<file path="src/logic/rv_int_pkg.sv">
`default_nettype none

package rv_int_pkg;

    localparam int XLEN      = 64;
    localparam int ALEN      = 64;
    localparam int ILEN      = 32;
    localparam int REG_IDX_W = 5;
    localparam int OPCODE_W  = 5;
    localparam int FUNCT3_W  = 3;
    localparam int SHAMT_W   = 6;   // Enough for XLEN of 64

    // Field positions inside the raw instruction word
    localparam int OPCODE_LSB = 2;
    localparam int RD_LSB     = 7;
    localparam int FUNCT3_LSB = 12;
    localparam int RS1_LSB    = 15;
    localparam int I_IMM_LSB  = 20;
    localparam int I_IMM_W    = 12;
    localparam int U_IMM_LSB  = 12;
    localparam int U_IMM_W    = 20;

    localparam int SRA_SEL_BIT = 10; // Instruction bit 30 within the I-immediate

    typedef logic [XLEN-1:0]      xlen_t;
    typedef logic [ALEN-1:0]      addr_t;
    typedef logic [REG_IDX_W-1:0] reg_idx_t;
    typedef logic [ILEN-1:0]      instr_t;
    typedef logic [SHAMT_W-1:0]   shamt_t;

    // Major opcode from instruction bits 6:2
    typedef enum logic [OPCODE_W-1:0] {
        OP_LOAD      = 5'b00000,
        OP_LOAD_FP   = 5'b00001,
        OP_CUSTOM_0  = 5'b00010,
        OP_MISC_MEM  = 5'b00011,
        OP_OP_IMM    = 5'b00100,
        OP_AUIPC     = 5'b00101,
        OP_OP_IMM_32 = 5'b00110,
        OP_STORE     = 5'b01000,
        OP_STORE_FP  = 5'b01001,
        OP_CUSTOM_1  = 5'b01010,
        OP_AMO       = 5'b01011,
        OP_OP        = 5'b01100,
        OP_LUI       = 5'b01101,
        OP_OP_32     = 5'b01110,
        OP_MADD      = 5'b10000,
        OP_MSUB      = 5'b10001,
        OP_NMSUB     = 5'b10010,
        OP_NMADD     = 5'b10011,
        OP_OP_FP     = 5'b10100,
        OP_CUSTOM_2  = 5'b10110,
        OP_BRANCH    = 5'b11000,
        OP_JALR      = 5'b11001,
        OP_JAL       = 5'b11011,
        OP_SYSTEM    = 5'b11100,
        OP_CUSTOM_3  = 5'b11110
    } opcode_e;

    typedef enum logic [FUNCT3_W-1:0] {
        F3_ADDI  = 3'b000,
        F3_SLLI  = 3'b001,
        F3_SLTI  = 3'b010,
        F3_SLTIU = 3'b011,
        F3_XORI  = 3'b100,
        F3_SRXI  = 3'b101,   // SRLI or SRAI
        F3_ORI   = 3'b110,
        F3_ANDI  = 3'b111
    } funct3_e;

    typedef struct packed {
        logic                 valid;
        addr_t                pc;
        opcode_e              opcode;
        reg_idx_t             rd;
        funct3_e              funct3;
        reg_idx_t             rs1;
        logic [I_IMM_W-1:0]   i_imm;
        logic [U_IMM_W-1:0]   u_imm;
    } dec_req_t;

    typedef struct packed {
        logic     valid;
        logic     exception;
        reg_idx_t rd;
        xlen_t    result;
    } exec_rsp_t;

endpackage

`default_nettype wire
</file>
<file path="src/logic/int_core.sv">
`timescale 1ns/1ps
`default_nettype none

module int_core import rv_int_pkg::*; (
    input  wire logic     clk,
    input  wire logic     rst,
    input  wire logic     i_valid,
    input  wire instr_t   i_instr,
    input  wire addr_t    i_pc,
    output logic          o_valid,
    output logic          o_exception,
    output reg_idx_t      o_rd,
    output xlen_t         o_result
);

    dec_req_t  dec_req;
    exec_rsp_t exec_rsp;
    xlen_t     rs1_data;
    logic      wr_en;

    // Decode stage
    instr_decode i_instr_decode (
        .clk     (clk),
        .rst     (rst),
        .i_valid (i_valid),
        .i_instr (i_instr),
        .i_pc    (i_pc),
        .o_req   (dec_req)
    );

    // Writeback only for legal results with a real target
    assign wr_en = exec_rsp.valid && !exec_rsp.exception && exec_rsp.rd != '0;

    reg_file i_reg_file (
        .clk       (clk),
        .rst       (rst),
        .i_rd_idx  (dec_req.rs1),
        .o_rd_data (rs1_data),
        .i_wr_en   (wr_en),
        .i_wr_idx  (exec_rsp.rd),
        .i_wr_data (exec_rsp.result)
    );

    // Execute stage
    exec_int i_exec_int (
        .clk        (clk),
        .rst        (rst),
        .i_req      (dec_req),
        .i_rs1_data (rs1_data),
        .o_rsp      (exec_rsp)
    );

    assign o_valid     = exec_rsp.valid;
    assign o_exception = exec_rsp.exception;
    assign o_rd        = exec_rsp.rd;
    assign o_result    = exec_rsp.result;

endmodule

`default_nettype wire

</file>
<file path="src/logic/exec_int.sv">
`timescale 1ns/1ps
`default_nettype none

module exec_int import rv_int_pkg::*; (
    input  wire logic     clk,
    input  wire logic     rst,
    input  wire dec_req_t i_req,
    input  wire xlen_t    i_rs1_data,
    output exec_rsp_t     o_rsp
);

    xlen_t  u_ext;      // U-immediate placed at bit 12 and sign extended
    xlen_t  i_ext;      // Sign extended I-immediate
    shamt_t shamt;
    logic   sra_sel;
    logic   slt_lt;
    logic   sltu_lt;
    xlen_t  result;
    logic   exception;

    assign u_ext   = {{(XLEN - U_IMM_W - 12){i_req.u_imm[U_IMM_W-1]}}, i_req.u_imm, 12'b0};
    assign i_ext   = {{(XLEN - I_IMM_W){i_req.i_imm[I_IMM_W-1]}}, i_req.i_imm};
    assign shamt   = i_req.i_imm[SHAMT_W-1:0];
    assign sra_sel = i_req.i_imm[SRA_SEL_BIT];

    assign slt_lt  = $signed(i_rs1_data) < $signed(i_ext);
    assign sltu_lt = i_rs1_data < i_ext;   // Unsigned compare after extension

    always_comb begin
        result    = '0;
        exception = 1'b0;

        case (i_req.opcode)
            OP_LUI: begin
                result = u_ext;
            end
            OP_AUIPC: begin
                result = i_req.pc + u_ext;
            end
            OP_OP_IMM: begin
                unique case (i_req.funct3)
                    F3_ADDI:  result = i_rs1_data + i_ext;
                    F3_SLTI:  result = {{(XLEN-1){1'b0}}, slt_lt};
                    F3_SLTIU: result = {{(XLEN-1){1'b0}}, sltu_lt};
                    F3_XORI:  result = i_rs1_data ^ i_ext;
                    F3_ORI:   result = i_rs1_data | i_ext;
                    F3_ANDI:  result = i_rs1_data & i_ext;
                    F3_SLLI: begin
                        // Upper six bits must be zero for a legal SLLI
                        exception = i_req.i_imm[I_IMM_W-1:SHAMT_W] != '0;
                        result    = i_rs1_data << shamt;
                    end
                    F3_SRXI: begin
                        // Only bit 30 may be set above the shift amount
                        exception = i_req.i_imm[I_IMM_W-1] ||
                                    i_req.i_imm[SRA_SEL_BIT-1:SHAMT_W] != '0;
                        if (sra_sel) begin
                            result = $signed(i_rs1_data) >>> shamt;
                        end else begin
                            result = i_rs1_data >> shamt;
                        end
                    end
                endcase
            end
            default: begin
                exception = 1'b1;   // Not handled by this slice
                result    = '0;
            end
        endcase
    end

    always_ff @(posedge clk) begin
        if (rst) begin
            o_rsp.valid <= 1'b0;
        end else begin
            o_rsp.valid <= i_req.valid;
        end
    end

    always_ff @(posedge clk) begin
        o_rsp.exception <= exception;
        o_rsp.rd        <= i_req.rd;
        o_rsp.result    <= result;
    end

endmodule

`default_nettype wire

</file>
<file path="src/logic/reg_file.sv">
`timescale 1ns/1ps
`default_nettype none

module reg_file import rv_int_pkg::*; (
    input  wire logic     clk,
    input  wire logic     rst,
    input  wire reg_idx_t i_rd_idx,
    output xlen_t         o_rd_data,
    input  wire logic     i_wr_en,
    input  wire reg_idx_t i_wr_idx,
    input  wire xlen_t    i_wr_data
);

    xlen_t regs [1:(1 << REG_IDX_W) - 1];   // x0 has no storage

    always_ff @(posedge clk) begin
        if (rst) begin
            for (int i = 1; i < (1 << REG_IDX_W); i++) begin
                regs[i] <= '0;
            end
        end else if (i_wr_en && i_wr_idx != '0) begin
            regs[i_wr_idx] <= i_wr_data;
        end
    end

    // Read port with same-cycle bypass of the write data
    always_comb begin
        if (i_rd_idx == '0) begin
            o_rd_data = '0;
        end else if (i_wr_en && i_wr_idx == i_rd_idx) begin
            o_rd_data = i_wr_data;   // Producer retiring this cycle
        end else begin
            o_rd_data = regs[i_rd_idx];
        end
    end

endmodule

`default_nettype wire

</file>
<file path="src/logic/instr_decode.sv">
`timescale 1ns/1ps
`default_nettype none

module instr_decode import rv_int_pkg::*; (
    input  wire logic     clk,
    input  wire logic     rst,
    input  wire logic     i_valid,
    input  wire instr_t   i_instr,
    input  wire addr_t    i_pc,
    output dec_req_t      o_req
);

    dec_req_t fields;   // Combinational split of the incoming word

    always_comb begin
        fields        = '0;
        fields.valid  = i_valid;
        fields.pc     = i_pc;
        fields.opcode = opcode_e'(i_instr[OPCODE_LSB +: OPCODE_W]);
        fields.rd     = i_instr[RD_LSB +: REG_IDX_W];
        fields.funct3 = funct3_e'(i_instr[FUNCT3_LSB +: FUNCT3_W]);
        fields.rs1    = i_instr[RS1_LSB +: REG_IDX_W];

        // Immediates stay raw until execute sign extends them
        fields.i_imm  = i_instr[I_IMM_LSB +: I_IMM_W];
        fields.u_imm  = i_instr[U_IMM_LSB +: U_IMM_W];
    end

    // Decode valid follows the strobe
    always_ff @(posedge clk) begin
        if (rst) begin
            o_req.valid <= 1'b0;
        end else begin
            o_req.valid <= i_valid;
        end
    end

    // Payload holds its last value between strobes
    always_ff @(posedge clk) begin
        if (i_valid) begin
            o_req.pc     <= fields.pc;
            o_req.opcode <= fields.opcode;
            o_req.rd     <= fields.rd;
            o_req.funct3 <= fields.funct3;
            o_req.rs1    <= fields.rs1;
            o_req.i_imm  <= fields.i_imm;
            o_req.u_imm  <= fields.u_imm;
        end
    end

endmodule

`default_nettype wire

</file>
<file path="config.mk">
export PLATFORM = sky130hd
export DESIGN_NAME = int_core
export DESIGN_NICKNAME = d
export VERILOG_FILES = /design/src/logic/rv_int_pkg.sv /design/src/logic/int_core.sv /design/src/logic/exec_int.sv /design/src/logic/reg_file.sv /design/src/logic/instr_decode.sv
export SDC_FILE = /design/constraint.sdc
export NUM_CORES = 2
export LEC_CHECK = 0
export BUFFER_PORTS_ARGS = -buffer_cell sky130_fd_sc_hd__buf_2
export CORE_UTILIZATION = 30
export DETAILED_ROUTE_END_ITERATION = 16
export HOLD_SLACK_MARGIN = 0.15
export PLACE_DENSITY = 0.55
export RECOVER_POWER = 25
export SLEW_MARGIN = 20
export SYNTH_ARGS = -nofsm -noshare
export SYNTH_HDL_FRONTEND = slang
export SYNTH_SLANG_ARGS = --single-unit
</file>
<file path="constraint.sdc">
create_clock -name clk -period 9 [get_ports clk]
set_clock_uncertainty 0.15 [all_clocks]
set_input_delay 1.8 -clock clk [delete_from_list [all_inputs] [get_ports clk]]
set_output_delay 1.8 -clock clk [all_outputs]
set_load 0.1 [all_outputs]
</file>
==> metrics.txt <==
Post-synth ARST share 0; core area 399,000 um^2; YS warnings 0; Comb pwr share 0.253; LEAKAGE 49.7 nW; antenna violations before repair 113; pwr dens 217 nW/um^2; worst-path maximum fanout 112; Detail Placement HPWL 430 mm; TritonCTS buffer count 240; failing checks max-capacitance violations, max-slew violations; post-cts gate resize count 0; first-pass GRT wire length 824 mm; CTS tree yes; critical path launch point type primary input; XOR/XNOR share of the synthesized area 0.00785; Sequential Area 65,900 um^2; Seq cells post-synth 2,219; mapped cell area 120,000 um^2; pin count of the biggest net entering global routing 113; die height 636 um; CTS sink cnt 2,219; max cap viols 81; internal power 19.6 mW; VDD IR max 0.179 mV; Synth cell types 111; fill count 39.3k; Sum Neg Setup Slack 0 ns; DP Worst Slack 0.736 ns; number of detailed-route iterations in the first pass 7; htree depth 4; number of global-route vias before repair 88.7k; Die Width 636 um; crit path capture type flip-flop; sw frac 0.339; Synth Area in Compound Gates 0.109; Post-Synthesis Cells 9,884; Post-CTS Setup Inserts 0; Final Hold Vio Count 0; Net Sw Power 10.1 mW; period utilization 0.980; RSZ-0062 raised after global routing no; GP Congestion 1.05; ys flop type edfxtp_1; CP Data Required Time 9.51 ns; vias 94.8k; simple-gate area share of the yosys netlist 0.154; WL final 628 mm; largest family of logic cells by synthesized area simple AND/OR/NAND/NOR gates; clk buf depth 4; Max transition margin -2.50; Synth-to-Final Area Change 13.8%; Slew Limit Fails 2,639; outcome finished with violations; Post-CTS Hold Fix Bufs 0; WL per Instance 40.4 um; register share of total power 0.399; Tmin final 8.82 ns; Die ar. 404,000 um^2; Power, Total 29.7 mW; adder-cell share of the synthesized area 0.0288; crit path kind primary input to flip-flop; Tightest Hold Check Type flip-flop to flip-flop; FP Rows 232; Final WS setup 0.182 ns; violation count after the first detailed-route iteration 17.0k; Starting Density 0.302; number of vias per cell 6.10; clock power share 0.348; Multi-input gate area 50,600 um^2; Worst-Skew Late Latency 1.02 ns; total track usage 0.300; clock slew at reported path FFs 0.06 ns; Setup Viol. Count Final 0; # DRC 0; Fmax 0.113 GHz; multiplexer area fraction after synthesis 0.115; grt ovf 0; share of layout cells above drive strength 1 0.154; crit path DAT 9.33 ns; I/O pin cnt 170; Synth Area per Inst 12.2 um^2; # port buffers 167; CTS root buf clkbuf_16; Final Net Count 10.4k; antenna-violating nets left 0; sequential-to-total area share from yosys stat 0.547; Slew @ Worst Pin 5.25 ns; Post-synth EDFFs 2,142
cells in the final DEF (no fill, tap or decap), types with 93 or more instances in the layout:
cell and count:
a21o_1 93, buf_2 125, nor2_1 408, a21oi_1 403
nand2_1 367, o22ai_1 141, ha_1 274, clkbuf_16 240
buf_4 474, mux4_2 326, a22oi_1 137, inv_1 122
nor3_1 491, o21ai_0 344, and2_0 205, nand3_1 103
edfxtp_1 2142, mux2i_1 483, clkbuf_1 166, and2_1 1411
stage by stage:
step                cell area (um^2)  hold WS (ns)  instances  utilization
floorplan                     121000         0.173       9947            -
global placement              129000         0.179      15000        0.324
detailed placement            129000         0.187      15000        0.324
CTS                           137000         0.201      15500        0.344
global route                  137000         0.211      15500        0.343
finish                        137000         0.201      15500        0.343
synthesized netlist by cell type, types with 77 or more instances:
master    number  area share
nor2_1       434       0.014
and2_1      1615       0.084
a211oi_1      81      0.0050
nor3_1       492       0.020
mux2i_1      483       0.040
a21o_1        93      0.0058
o22ai_1      141      0.0073
o21ai_0      350       0.015
ha_1         274       0.028
clkbuf_1     688       0.021
inv_1        131      0.0041
dfxtp_1       77       0.013
edfxtp_1    2142        0.53
nand2_1      371       0.012
nand3_1      104      0.0043
a21oi_1      405       0.017
mux4_2       326       0.061
a22oi_1      137      0.0085
routing by layer:
layer,global-route usage,wire (um),up-vias
met5,0,238,-
met3,0.0719,75300,1260
met2,0.442,265000,6969
li1,-,-,37500
met1,0.408,248000,49000
met4,0.154,39300,30
registers in the layout, indices dropped and copies added, names as in the netlist, named ones only:
name,flops
i_exec_int.o_rsp,71
i_reg_file.regs,2048
i_instr_decode.o_req,95
layout make-up:
cell class,instances,share of cell area
sequential,2219,0.481
multi-input combinational,6669,0.369
tap,5265,0.0481
clock buffer,296,0.0457
timing repair buffer,755,0.0394
clock inverter,141,0.0125
inverter,140,0.00387
antenna,58,0.00106
path summary, 6_finish.rpt:
check,startpoint,end,slack (ns),cells after the start
setup / recovery,rst,i_reg_file.regs[1][48],0.18,8
hold / removal,i_instr_decode.o_req[44],i_exec_int.o_rsp[68],0.20,0
setup reg to reg,flip-flop,i_exec_int.o_rsp[56],0.40,24
hold reg to reg,i_instr_decode.o_req[44],i_exec_int.o_rsp[68],0.20,0
cell families after synthesis:
logic type,after synthesis
buffers and inverters,1059
other,1
flip-flops,2219
multiplexers,915
XOR/XNOR,108
AND/OR/NAND/NOR,3374
adder cells (fa/ha/maj),276
AO/OA/AOI/OAI,1932
power groups by stage:
stage,clock [mW],combinational [mW],sequential (mW)
detailed placement,0,7.22,12.1
global placement,0,7.24,12.0
global route,10.7,7.58,11.9
floorplan,0,3.61,12.1
finish,10.4,7.52,11.9
CTS,10.4,7.25,11.9
critical path: stages:
cell      delay (ns)
buf_2           0.08
clkbuf_1        1.07
nor2_1          0.50
nand3b_1        0.22
clkbuf_2        2.39
nor2_1          1.60
or2_4           1.05
buf_4           0.42
Note: power is estimated with default switching activity, not from simulation.
